## src/common/nor_seq_pkg.sv

```systemverilog
// NOR command sequencer definitions

package nor_seq_pkg;

    // bus and field widths
    localparam int NOR_CMD_W     = 6;
    localparam int NOR_ADDR_W    = 26;
    localparam int NOR_DATA_W    = 16;
    // unlock addresses from the table are short, zero-extended on the bus
    localparam int NOR_UNLOCK_W  = 12;
    // longest command is the six-cycle erase
    localparam int NOR_MAX_STEPS = 6;

    // command code as carried in the top bits of the host address
    typedef logic [NOR_CMD_W-1:0] nor_cmd_t;

    // flash word address
    typedef logic [NOR_ADDR_W-1:0] nor_addr_t;

    // flash data word
    typedef logic [NOR_DATA_W-1:0] nor_data_t;

    // address field of a table entry
    typedef logic [NOR_UNLOCK_W-1:0] nor_unlock_addr_t;

    // step index and step count, wide enough for NOR_MAX_STEPS
    typedef logic [2:0] nor_step_t;

    // command codes
    // read is the only one that runs with we low
    localparam nor_cmd_t CMD_READ         = 6'd0;
    localparam nor_cmd_t CMD_CFI_ENTER    = 6'd1;
    localparam nor_cmd_t CMD_PROGRAM      = 6'd2;
    localparam nor_cmd_t CMD_ERASE_SECTOR = 6'd3;
    localparam nor_cmd_t CMD_ERASE_CHIP   = 6'd4;
    // any code not listed here is handled as reset
    localparam nor_cmd_t CMD_RESET        = 6'd5;
    localparam nor_cmd_t CMD_WRITE_BUF    = 6'd6;
    localparam nor_cmd_t CMD_PROG_BUF     = 6'd7;
    localparam nor_cmd_t CMD_WRITE        = 6'd8;

    // one host request, 48 bits
    // cmd and addr come from the host address word, data from the data word
    typedef struct packed {
        nor_cmd_t  cmd;
        nor_addr_t addr;
        nor_data_t data;
    } nor_req_t;

    // one flash bus cycle, 43 bits
    // data is don't care when we is low
    typedef struct packed {
        nor_addr_t addr;
        nor_data_t data;
        logic      we;
    } nor_bus_cycle_t;

endpackage

```

## src/sequencer/nor_cmd_table.sv

```systemverilog
// NOR command step table

`timescale 1ns/10ps

module nor_cmd_table (
    input  nor_seq_pkg::nor_cmd_t         cmd_i,
    input  nor_seq_pkg::nor_step_t        step_i,
    output nor_seq_pkg::nor_step_t        step_count_o,
    output nor_seq_pkg::nor_unlock_addr_t tbl_addr_o,
    output nor_seq_pkg::nor_data_t        tbl_data_o,
    // 1 = take the supplied address or data instead of the table value
    output logic                          use_addr_o,
    output logic                          use_data_o
);

    import nor_seq_pkg::*;

    always_comb begin
        // defaults give the single reset cycle 000/F0
        step_count_o = 3'd1;
        tbl_addr_o   = 12'h000;
        tbl_data_o   = 16'h00F0;
        use_addr_o   = 1'b0;
        use_data_o   = 1'b0;

        case (cmd_i)
            CMD_READ: begin
                // data field unused, the flash drives it
                use_addr_o = 1'b1;
                tbl_data_o = 16'h0000;
            end
            CMD_CFI_ENTER: begin
                tbl_addr_o = 12'h055;
                tbl_data_o = 16'h0098;
            end
            CMD_PROGRAM, CMD_WRITE_BUF: begin
                step_count_o = 3'd4;
                case (step_i)
                    // unlock pair
                    3'd0: begin
                        tbl_addr_o = 12'h555;
                        tbl_data_o = 16'h00AA;
                    end
                    3'd1: begin
                        tbl_addr_o = 12'h2AA;
                        tbl_data_o = 16'h0055;
                    end
                    // program setup, or buffer load at the sector address
                    3'd2: begin
                        if (cmd_i == CMD_PROGRAM) begin
                            tbl_addr_o = 12'h555;
                            tbl_data_o = 16'h00A0;
                        end else begin
                            use_addr_o = 1'b1;
                            tbl_data_o = 16'h0025;
                        end
                    end
                    // final word at the supplied location
                    default: begin
                        use_addr_o = 1'b1;
                        use_data_o = 1'b1;
                    end
                endcase
            end
            CMD_ERASE_SECTOR, CMD_ERASE_CHIP: begin
                step_count_o = 3'd6;
                case (step_i)
                    3'd0, 3'd3: begin
                        tbl_addr_o = 12'h555;
                        tbl_data_o = 16'h00AA;
                    end
                    3'd1, 3'd4: begin
                        tbl_addr_o = 12'h2AA;
                        tbl_data_o = 16'h0055;
                    end
                    3'd2: begin
                        tbl_addr_o = 12'h555;
                        tbl_data_o = 16'h0080;
                    end
                    // sector erase goes to the supplied sector
                    default: begin
                        if (cmd_i == CMD_ERASE_SECTOR) begin
                            use_addr_o = 1'b1;
                            tbl_data_o = 16'h0030;
                        end else begin
                            tbl_addr_o = 12'h555;
                            tbl_data_o = 16'h0010;
                        end
                    end
                endcase
            end
            CMD_PROG_BUF: begin
                use_addr_o = 1'b1;
                tbl_data_o = 16'h0029;
            end
            CMD_WRITE: begin
                use_addr_o = 1'b1;
                use_data_o = 1'b1;
            end
            // CMD_RESET and unknown codes keep the defaults
            default: begin
                step_count_o = 3'd1;
            end
        endcase
    end

endmodule

```

## src/sequencer/nor_cycle_sequencer.sv

```systemverilog
// NOR bus cycle sequencer

`timescale 1ns/10ps

module nor_cycle_sequencer (
    input  logic                        wb_clk_i,
    input  logic                        mod_reset,

    // pending request from the intake
    input  logic                        pend_valid_i,
    input  nor_seq_pkg::nor_req_t       pend_req_i,
    output logic                        pend_take_o,

    // one bus cycle at a time to the master
    output logic                        cyc_valid_o,
    output nor_seq_pkg::nor_bus_cycle_t cyc_data_o,
    input  logic                        cyc_ready_i,
    input  logic                        cyc_done_i,
    input  nor_seq_pkg::nor_data_t      cyc_rdata_i,

    // host response
    output logic                        wbs_ack_o,
    output nor_seq_pkg::nor_data_t      wbs_dat_o
);

    import nor_seq_pkg::*;

    typedef enum logic [1:0] {
        SEQ_IDLE,
        SEQ_ISSUE,
        SEQ_WAIT
    } seq_state_t;

    seq_state_t       state;
    nor_req_t         cur_req;
    nor_step_t        step;
    nor_step_t        step_count;
    nor_unlock_addr_t tbl_addr;
    nor_data_t        tbl_data;
    logic             use_addr;
    logic             use_data;
    logic             last_step;
    logic             is_read;

    nor_cmd_table u_cmd_table (
        .cmd_i        (cur_req.cmd),
        .step_i       (step),
        .step_count_o (step_count),
        .tbl_addr_o   (tbl_addr),
        .tbl_data_o   (tbl_data),
        .use_addr_o   (use_addr),
        .use_data_o   (use_data)
    );

    // take straight from idle without an extra cycle
    assign pend_take_o = (state == SEQ_IDLE) && pend_valid_i;
    assign cyc_valid_o = (state == SEQ_ISSUE);
    assign is_read     = (cur_req.cmd == CMD_READ);
    assign last_step   = (step == step_count - 3'd1);

    // merge table entry with the supplied fields
    always_comb begin
        cyc_data_o.addr = use_addr ? cur_req.addr : nor_addr_t'(tbl_addr);
        cyc_data_o.data = use_data ? cur_req.data : tbl_data;
        cyc_data_o.we   = !is_read;
    end

    always_ff @(posedge wb_clk_i) begin
        if (mod_reset) begin
            state     <= SEQ_IDLE;
            step      <= '0;
            wbs_ack_o <= 1'b0;
        end else begin
            // ack is a single pulse
            wbs_ack_o <= 1'b0;
            case (state)
                SEQ_IDLE: begin
                    if (pend_valid_i) begin
                        step  <= '0;
                        state <= SEQ_ISSUE;
                    end
                end
                // wait for the master to take the cycle
                SEQ_ISSUE: begin
                    if (cyc_ready_i) begin
                        state <= SEQ_WAIT;
                    end
                end
                SEQ_WAIT: begin
                    if (cyc_done_i) begin
                        if (last_step) begin
                            wbs_ack_o <= 1'b1;
                            state     <= SEQ_IDLE;
                        end else begin
                            step  <= step + 3'd1;
                            state <= SEQ_ISSUE;
                        end
                    end
                end
                default: begin
                    state <= SEQ_IDLE;
                end
            endcase
        end
    end

    // latched request and the read word that goes out with the ack
    always_ff @(posedge wb_clk_i) begin
        if (pend_take_o) begin
            cur_req <= pend_req_i;
        end
        if (state == SEQ_WAIT && cyc_done_i && is_read) begin
            wbs_dat_o <= cyc_rdata_i;
        end
    end

    // step index inside the command's table range
    assert property (@(posedge wb_clk_i) disable iff (mod_reset)
        state != SEQ_IDLE |-> step < step_count);

    // offered cycle held steady until the master accepts it
    assert property (@(posedge wb_clk_i) disable iff (mod_reset)
        cyc_valid_o && !cyc_ready_i |=> cyc_valid_o && $stable(cyc_data_o));

endmodule

```

## src/nor_bus_master.sv

```systemverilog
// Flash side bus master

`timescale 1ns/10ps

module nor_bus_master (
    input  logic                        wb_clk_i,
    input  logic                        mod_reset,

    // cycle handover from the sequencer
    input  logic                        cyc_valid_i,
    input  nor_seq_pkg::nor_bus_cycle_t cyc_data_i,
    output logic                        cyc_ready_o,
    output logic                        cyc_done_o,
    output nor_seq_pkg::nor_data_t      cyc_rdata_o,

    // flash side, pipelined wishbone master
    output nor_seq_pkg::nor_addr_t      wbm_adr_o,
    output nor_seq_pkg::nor_data_t      wbm_dat_o,
    output logic                        wbm_we_o,
    output logic                        wbm_stb_o,
    output logic                        wbm_cyc_o,
    input  logic                        wbm_ack_i,
    input  nor_seq_pkg::nor_data_t      wbm_dat_i,
    input  logic                        wbm_stall_i
);

    typedef enum logic [1:0] {
        M_IDLE,
        M_REQ,
        M_ACK
    } master_state_t;

    master_state_t state;
    logic          finish;

    // idle means ready for the next cycle
    assign cyc_ready_o = (state == M_IDLE);
    // stb only in the request phase, cyc until ack
    assign wbm_stb_o   = (state == M_REQ);
    assign wbm_cyc_o   = (state != M_IDLE);

    // ack may come in the same cycle the request is accepted
    assign finish = wbm_ack_i && (state == M_ACK || (state == M_REQ && !wbm_stall_i));

    always_ff @(posedge wb_clk_i) begin
        if (mod_reset) begin
            state      <= M_IDLE;
            wbm_we_o   <= 1'b0;
            cyc_done_o <= 1'b0;
        end else begin
            cyc_done_o <= 1'b0;
            case (state)
                M_IDLE: begin
                    if (cyc_valid_i) begin
                        wbm_we_o <= cyc_data_i.we;
                        state    <= M_REQ;
                    end
                end
                // hold everything while the flash stalls
                M_REQ: begin
                    if (!wbm_stall_i) begin
                        state <= M_ACK;
                    end
                end
                default: begin
                    state <= state;
                end
            endcase
            // done pulse on the edge after ack
            if (finish) begin
                wbm_we_o   <= 1'b0;
                cyc_done_o <= 1'b1;
                state      <= M_IDLE;
            end
        end
    end

    // address and data loaded once per handover
    always_ff @(posedge wb_clk_i) begin
        if (cyc_ready_o && cyc_valid_i) begin
            wbm_adr_o <= cyc_data_i.addr;
            wbm_dat_o <= cyc_data_i.data;
        end
        if (finish) begin
            cyc_rdata_o <= wbm_dat_i;
        end
    end

    // stalled request keeps its address, data and direction
    assert property (@(posedge wb_clk_i) disable iff (mod_reset)
        wbm_stb_o && wbm_stall_i |=> wbm_stb_o && $stable(wbm_adr_o)
            && $stable(wbm_dat_o) && $stable(wbm_we_o));

endmodule

```

## src/nor_flash_ctrl.sv

```systemverilog
// NOR flash controller top

`timescale 1ns/10ps

module nor_flash_ctrl (
    input  logic                   wb_clk_i,
    input  logic                   mod_reset,

    // host port
    input  logic                   wbs_cyc_i,
    input  logic                   wbs_stb_i,
    // direction follows the command code, we is not looked at
    input  logic                   wbs_we_i,
    input  logic [nor_seq_pkg::NOR_CMD_W+nor_seq_pkg::NOR_ADDR_W-1:0] wbs_adr_i,
    input  nor_seq_pkg::nor_data_t wbs_dat_i,
    output logic                   wbs_stall_o,
    output logic                   wbs_ack_o,
    output nor_seq_pkg::nor_data_t wbs_dat_o,

    // flash port
    output nor_seq_pkg::nor_addr_t wbm_adr_o,
    output nor_seq_pkg::nor_data_t wbm_dat_o,
    output logic                   wbm_we_o,
    output logic                   wbm_stb_o,
    output logic                   wbm_cyc_o,
    input  logic                   wbm_ack_i,
    input  nor_seq_pkg::nor_data_t wbm_dat_i,
    input  logic                   wbm_stall_i
);

    import nor_seq_pkg::*;

    // intake to sequencer
    logic           pend_valid;
    logic           pend_take;
    nor_req_t       pend_req;

    // sequencer to master
    logic           cyc_valid;
    logic           cyc_ready;
    logic           cyc_done;
    nor_bus_cycle_t cyc_data;
    nor_data_t      cyc_rdata;

    nor_req_intake u_intake (
        .wb_clk_i     (wb_clk_i),
        .mod_reset    (mod_reset),
        .wbs_cyc_i    (wbs_cyc_i),
        .wbs_stb_i    (wbs_stb_i),
        .wbs_adr_i    (wbs_adr_i),
        .wbs_dat_i    (wbs_dat_i),
        .wbs_stall_o  (wbs_stall_o),
        .pend_take_i  (pend_take),
        .pend_valid_o (pend_valid),
        .pend_req_o   (pend_req)
    );

    nor_cycle_sequencer u_sequencer (
        .wb_clk_i     (wb_clk_i),
        .mod_reset    (mod_reset),
        .pend_valid_i (pend_valid),
        .pend_req_i   (pend_req),
        .pend_take_o  (pend_take),
        .cyc_valid_o  (cyc_valid),
        .cyc_data_o   (cyc_data),
        .cyc_ready_i  (cyc_ready),
        .cyc_done_i   (cyc_done),
        .cyc_rdata_i  (cyc_rdata),
        .wbs_ack_o    (wbs_ack_o),
        .wbs_dat_o    (wbs_dat_o)
    );

    nor_bus_master u_master (
        .wb_clk_i     (wb_clk_i),
        .mod_reset    (mod_reset),
        .cyc_valid_i  (cyc_valid),
        .cyc_data_i   (cyc_data),
        .cyc_ready_o  (cyc_ready),
        .cyc_done_o   (cyc_done),
        .cyc_rdata_o  (cyc_rdata),
        .wbm_adr_o    (wbm_adr_o),
        .wbm_dat_o    (wbm_dat_o),
        .wbm_we_o     (wbm_we_o),
        .wbm_stb_o    (wbm_stb_o),
        .wbm_cyc_o    (wbm_cyc_o),
        .wbm_ack_i    (wbm_ack_i),
        .wbm_dat_i    (wbm_dat_i),
        .wbm_stall_i  (wbm_stall_i)
    );

endmodule

```

## src/nor_req_intake.sv

```systemverilog
// Host request intake

`timescale 1ns/10ps

module nor_req_intake (
    input  logic                   wb_clk_i,
    input  logic                   mod_reset,

    // host side, pipelined wishbone slave
    input  logic                   wbs_cyc_i,
    input  logic                   wbs_stb_i,
    input  logic [nor_seq_pkg::NOR_CMD_W+nor_seq_pkg::NOR_ADDR_W-1:0] wbs_adr_i,
    input  nor_seq_pkg::nor_data_t wbs_dat_i,
    output logic                   wbs_stall_o,

    // pending request towards the sequencer
    input  logic                   pend_take_i,
    output logic                   pend_valid_o,
    output nor_seq_pkg::nor_req_t  pend_req_o
);

    import nor_seq_pkg::*;

    // holding register state
    logic     full;
    logic     accept;
    nor_req_t host_req;

    // split the host address word into command and flash address
    assign host_req.cmd  = wbs_adr_i[NOR_ADDR_W +: NOR_CMD_W];
    assign host_req.addr = wbs_adr_i[NOR_ADDR_W-1:0];
    assign host_req.data = wbs_dat_i;

    // handshake on cyc, stb and no stall
    assign accept = wbs_cyc_i && wbs_stb_i && !wbs_stall_o;

    // stall while the entry is still waiting for the sequencer
    assign wbs_stall_o  = full;
    assign pend_valid_o = full;

    // full flag
    always_ff @(posedge wb_clk_i) begin
        if (mod_reset) begin
            full <= 1'b0;
        end else if (accept) begin
            full <= 1'b1;
        end else if (pend_take_i) begin
            full <= 1'b0;
        end
    end

    // payload only loads on a handshake
    always_ff @(posedge wb_clk_i) begin
        if (accept) begin
            pend_req_o <= host_req;
        end
    end

    // entry held unchanged until the sequencer takes it
    assert property (@(posedge wb_clk_i) disable iff (mod_reset)
        pend_valid_o && !pend_take_i |=> pend_valid_o && $stable(pend_req_o));

    // sequencer never takes from an empty holding register
    assert property (@(posedge wb_clk_i) disable iff (mod_reset)
        pend_take_i |-> pend_valid_o);

endmodule
```

## config.mk

```make
export PLATFORM = sky130hd
export DESIGN_NAME = nor_flash_ctrl
export DESIGN_NICKNAME = d
export VERILOG_FILES = /design/src/common/nor_seq_pkg.sv /design/src/sequencer/nor_cmd_table.sv /design/src/sequencer/nor_cycle_sequencer.sv /design/src/nor_bus_master.sv /design/src/nor_flash_ctrl.sv /design/src/nor_req_intake.sv
export SDC_FILE = /design/constraint.sdc
export NUM_CORES = 1
export LEC_CHECK = 0
export ABC_AREA = 1
export BUFFER_PORTS_ARGS = -buffer_cell sky130_fd_sc_hd__buf_2
export CAP_MARGIN = 30
export CORE_ASPECT_RATIO = 1.25
export CORE_MARGIN = 2
export CORE_UTILIZATION = 49
export DETAILED_ROUTE_END_ITERATION = 8
export PLACE_DENSITY = 0.75
export SETUP_SLACK_MARGIN = 0.15
export SLEW_MARGIN = 30
export SYNTH_ARGS = -nofsm -noshare
export SYNTH_HDL_FRONTEND = slang
export SYNTH_HIERARCHICAL = 1
export SYNTH_SLANG_ARGS = --single-unit
```

## constraint.sdc

```tcl
create_clock -name wb_clk_i -period 3 [get_ports wb_clk_i]
set_clock_uncertainty 0.2 [all_clocks]
set_input_delay 0.6 -clock wb_clk_i [delete_from_list [all_inputs] [get_ports wb_clk_i]]
set_output_delay 0.6 -clock wb_clk_i [all_outputs]
set_load 0.05 [all_outputs]
```

Yosys cells after proc, flatten, opt, wreduce, memory -nomap -nowiden
Index checks and enable logic that the tools add are counted.
{ "totals": {"reg_bits": 181, "out_inout_bits": 63, "elab_cells": 115} }
{ "op_classes": {"eq_ne": 22, "mux": 36, "reduce_logical": 35, "bitwise_logic": 2, "add_sub_neg": 2} }
{ "ops": {"columns": ["cell", "count"], "rows": [
  ["11-bit one-hot mux with 3 select lines", 2],
  ["8-bit one-hot mux with 3 select lines", 2],
  ["8-bit one-hot mux with 5 select lines", 1],
  ["11-bit 2-to-1 mux", 2],
  ["11-bit one-hot mux with 2 select lines", 1],
  ["6-bit by 3-bit == test with 1-bit output (second input constant)", 3],
  ["16-bit 2-to-1 mux", 1],
  ["6-bit by 2-bit == test with 1-bit output (second input constant)", 2],
  ["12-bit 2-to-1 mux", 1],
  ["3-bit one-hot mux with 2 select lines", 2],
  ["2-bit OR reduction", 6],
  ["3-bit OR reduction", 4],
  ["2-bit 2-to-1 mux", 5],
  ["1-bit 2-to-1 mux", 9],
  ["3-bit 2-to-1 mux", 3],
  ["1-bit logical AND", 8],
  ["8-bit 2-to-1 mux", 1],
  ["2-bit inequality test (second input constant)", 4],
  ["2-bit nonzero test", 4],
  ["3-bit by 2-bit == test with 1-bit output (second input constant)", 2],
  ["6-bit by 1-bit == test with 1-bit output (second input constant)", 1],
  ["6-bit by 4-bit == test with 1-bit output (second input constant)", 1],
  ["6-bit logical NOT", 1],
  ["6-bit 2-to-1 mux", 1],
  ["21 further kinds", 30]
]} }

Longest topological paths before layout
{ "logic_depth": {"word_depth": 8, "ltp_mapped": 17} }

Cells and area by module
The synthesis kept the hierarchy.
{ "modules_own_cells": {"columns": ["module", "seq_area_each_um2", "n_inst", "cells_each", "area_each_um2"], "rows": [
  ["nor_cycle_sequencer", 2042.0, 1, 198, 2846.5],
  ["nor_bus_master", 1821.7, 1, 89, 1946.9],
  ["nor_req_intake", 1461.4, 1, 56, 1502.7],
  ["nor_cmd_table", 0.0, 1, 109, 546.8]
]} }

Worst setup path before layout
Ideal clock, no wire load.
{ "synth_path": {"path_type": "register -> register", "start": "register u_sequencer.state[0]", "end": "register u_sequencer/cur_req[0] (netlist bit), enable pin", "slack_ps": -227, "setup_ps": 455, "path_stages_with_launch": 4, "required_ps": 2345, "t_arrival_ps": 2573, "path_cell_list": "dfxtp_1 inv_2 nand2_2 nor2_1"} }
{ "synth_between": {"elab_chain_cells": 2} }
{ "synth_lines": {"columns": ["item", "line", "rtl"], "rows": [
  ["start, declared", "nor_cycle_sequencer.sv:34", "seq_state_t state;"],
  ["start signal, assigned", "nor_cycle_sequencer.sv:70", "state <= SEQ_IDLE;"],
  ["start signal, assigned", "nor_cycle_sequencer.sv:80", "state <= SEQ_ISSUE;"],
  ["start signal, assigned", "nor_cycle_sequencer.sv:86", "state <= SEQ_WAIT;"],
  ["2-bit logical NOT", "nor_cycle_sequencer.sv:56", "assign pend_take_o = (state == SEQ_IDLE) && pend_valid_i;"],
  ["1-bit logical AND", "nor_cycle_sequencer.sv:56", null],
  ["net pend_take", "nor_flash_ctrl.sv:35", "logic pend_take;"],
  ["end signal, assigned", "nor_cycle_sequencer.sv:110", "cur_req <= pend_req_i;"],
  ["end, declared", "nor_cycle_sequencer.sv:35", "nor_req_t cur_req;"]
]} }
The timed path passes the listed nets, and every way through them passes these cells.
A chain may end at the register's enable or synchronous reset.

Final worst setup path
{ "layout_path": {"start": "register u_sequencer/cur_req[43] (netlist bit)", "end": "register u_sequencer.state[0]"} }
{ "layout_between": {"elab_chain_cells": 8} }
{ "layout_lines": {"columns": ["item", "line", "rtl"], "rows": [
  ["6-bit by 2-bit == test with 1-bit output or 6-bit by 3-bit == test with 1-bit output (tied branches)", "nor_cmd_table.sv:26", "case (cmd_i)"],
  ["2-bit OR reduction", "nor_cmd_table.sv:26", null],
  ["3-bit one-hot mux with 2 select lines (*)", "nor_cmd_table.sv:26", null],
  ["net u_sequencer.step_count[1]", "nor_cycle_sequencer.sv:37", "nor_step_t step_count;"],
  ["3-bit by 1-bit subtractor with 3-bit output (*)", "nor_cycle_sequencer.sv:59", "assign last_step = (step == step_count - 3'd1);"],
  ["3-bit == test (*)", "nor_cycle_sequencer.sv:59", null],
  ["1-bit 2-to-1 mux (*)", "nor_cycle_sequencer.sv:91", "if (last_step) begin"],
  ["2-bit 2-to-1 mux (*)", "nor_cycle_sequencer.sv:90", "if (cyc_done_i) begin"],
  ["2-bit one-hot mux with 3 select lines (*)", "nor_cycle_sequencer.sv:76", "case (state)"],
  ["end signal, assigned", "nor_cycle_sequencer.sv:80", null],
  ["end signal, assigned", "nor_cycle_sequencer.sv:93", "state <= SEQ_IDLE;"],
  ["end signal, assigned", "nor_cycle_sequencer.sv:96", "state <= SEQ_ISSUE;"]
]} }
Mark *: on every way through the listed nets, which the timed path passes. The rest lies on a longest branch. The select of a mux whose other input is x is not followed.

==> metrics.cfg <==
[yosys]
ys_top_cells_by_area = edfxtp_1 75%, mux2_2 4.6%, nand2_1 3.6%
synthAdderAreaFrac_pct = 0.366
ys.flop_type = edfxtp_1
synth.distinct_cells = 33
synth_top_area_share_pct = 74.6
yosys_warnings = 6
ys_ff_latch = 181
yosys.area_share.simple_pct = 10.0
synth_xor_area_share_pct = 0.128
netlist_area_mm2 = 0.00684
synth_edf_count = 170
syn_area_per_cell_um2 = 15.1
ys_seq_area_share_pct = 77.8
yosysTopAreaCell = edfxtp_1
yosysMostFrequentCell = edfxtp_1
synth_top_family_by_area = simple AND/OR/NAND/NOR gates
synth_mux_area_share_pct = 4.61
synth-compound-area-share_pct = 1.37
yosys-top-cells-count = 170 x edfxtp_1, 66 x nand2_1, 50 x inv_1
ys_async_sr_fraction_pct = 0
synth_cells = 452

[route]
detail_route.first_pass.iterations = 4
ant_nets = 0
wl_um = 11300
vias = 3658
route.detailed.drc = 0
wire_per_inst_um = 14.5
vias_per_cell = 4.68
drt_iter0_drc = 152

[placed_design]
hpwl_um = 8030
placed_area_mm2 = 0.00766
place_ws_ns = 0.594
port_buffers = 132
routabilityCongestion = 0.832

[sta]
slew_viol_final = 0
tightest_slew_ns = 0.759
rsz0062_at_grt = false
period_needed_ns = 2.43
hold_violations = 0
final-setup-viol-count = 0
timing.final.ws_setup_ns = 0.566
max_freq_ghz = 0.411
slew_headroom_pct = 49.4
period_share_pct = 81.1
final.setup.tns_ns = 0

[clock_network]
post_cts_resized = 0
h-tree-depth = 4
cts_sinks = 181
clk_latency_ns = 0.42
cts_tree = done
numCtsBuffers = 17
cts_root_buf = clkbuf_16
clockBufferDepth = 2
path_clk_slew_ns = 0.07
holdBufCountCts = 0
cts_setup_buffers = 0

[worst_setup_path]
cp-end-kind = flip-flop
worstPathMaxFanout = 8
crit_slowest_cell = edfxtp_1
critPathArrivalTime_ns = 2.56
critical_path.most_common_cell = nand2_1
critPathBufInv = 4
critPathLaunchType = flip-flop
critPathTopFamily = simple AND/OR/NAND/NOR gates
cp_cell_sequence = nand2_1, clkinv_1, nand3_1, nand2_2, nor2_1, inv_2, ha_1, inv_1, nand2_1, nand2_1, nor2_4, nand3_4, nand2_2, o21ai_1, nand2_1, inv_1
worstPathRequired_ns = 3.12
worstSetupPathType = reg -> reg
max_stage_delay_ns = 0.47

[floorplan]
initial_core_util_pct = 49.8
die_x_um = 110
die_area_mm2 = 0.0149
ios = 134
die_y_um = 136
core_area_mm2 = 0.0138
rows = 48

[grt]
antenna_found_initial = 0
grt_pass1_vias = 3573
grt_pass1_wl_um = 17400
gr-total-overflow = 0
grt_use_total_pct = 15.9
grt_start_max_net_pins = 43

[power]
ir_worst_vdd_uv = 439
p_leak_nw = 3.40
p_per_area_mw_per_mm2 = 644
power.total_w = 0.00530

[finish]
area_delta_synth_final_pct = 20.4
diodes = 0
final_cell_area_mm2 = 0.00824
fill_cells = 1074
seq_area_mm2 = 0.00533
final_layout_size_suffix_gt1_share_pct = 38.1
multi_input_area_mm2 = 0.00117
final_util_pct = 59.9
layout.nets = 667

[status]
outcome = completed

[min_path]
holdCritPathClass = in -> reg

[run]
maxCapViolCount = 0

-- cells by family after synthesis --
| kind of cell | after synthesis |
|---|---|
| compound gates | 14 |
| xor+xnor | 1 |
| fa+ha+maj | 2 |
| buf+inv | 82 |
| flops | 181 |
| mux | 28 |
| other cells | 1 |
| simple gates | 143 |
-- power breakdown --
part | internal [W] | switching [W] | leakage [nW]
clock network | 0.00110 | 0.000991 | 0.266
registers | 0.00286 | 0.0000360 | 1.68
logic | 0.000102 | 0.000209 | 1.45
-- placed cells by master (no fill, tap or decap), drive strengths merged --
cell type    n
nor3         3
clkinv       7
mux2        28
a311oi       1
o221ai       1
buf        138
inv         62
nor4         1
nor2        37
xor2         1
edfxtp     170
ha           2
a31oi        1
clkbuf      18
nand4        2
nand2       77
dfxtp       11
nand3       22
a21oi        6
and2         1
clkinvlp     4
o21ai        5
conb         9
-- routing by layer --
metal / track usage [%] / share of wire, % / vias to the layer above / wire, µm
li1: - / - / 1819 / -
met1: 18.8 / 41 / 1718 / 4630
met2: 26.6 / 51 / 107 / 5790
met3: 5.27 / 6.5 / 14 / 740
met4: 6.47 / 1.6 / 0 / 183
met5: 0 / 0 / - / 0
-- registers in the layout, indices dropped and copies added (netlist names), 3 cells and up --
register               flops
u_intake/pend_req_o       48
u_sequencer/step           3
u_master/wbm_dat_o        16
u_master/wbm_adr_o        26
u_master/cyc_rdata_o      16
u_sequencer/wbs_dat_o     16
u_sequencer/cur_req       48
-- stage by stage --
stage	cells	hold slack [ns]
6_report	782	0.152
3_3_place_gp	750	0.201
3_5_place_dp	750	0.205
4_1_cts	782	0.134
5_1_grt	782	0.129
2_1_floorplan	460	0.200
-- layout make-up --
type	count	share of cell area, %
sequential	181	64.6
clock buffer	18	5.21
multi-input combinational	197	14.2
tap	175	2.66
clock inverter	14	1.73
inverter	59	2.70
timing repair buffer	138	8.87
-- path summary, 6_finish.rpt --
path                                                         from                            endpoint  slack [ns]  cells after the start
worst max-delay path            u_sequencer/cur_req[43]$_DFFE_PP_   u_sequencer/state[0]$_SDFFE_PP0P_        0.57                     16
worst max register to register  u_sequencer/cur_req[43]$_DFFE_PP_   u_sequencer/state[0]$_SDFFE_PP0P_        0.57                     16
worst min register to register  u_master/cyc_rdata_o[1]$_DFFE_PP_  u_sequencer/wbs_dat_o[1]$_DFFE_PP_        0.22                      0
worst min-delay path                                wbs_adr_i[15]   u_intake/pend_req_o[31]$_DFFE_PP_        0.15                      1
No activity file was read; power rests on OpenSTA's default activity.
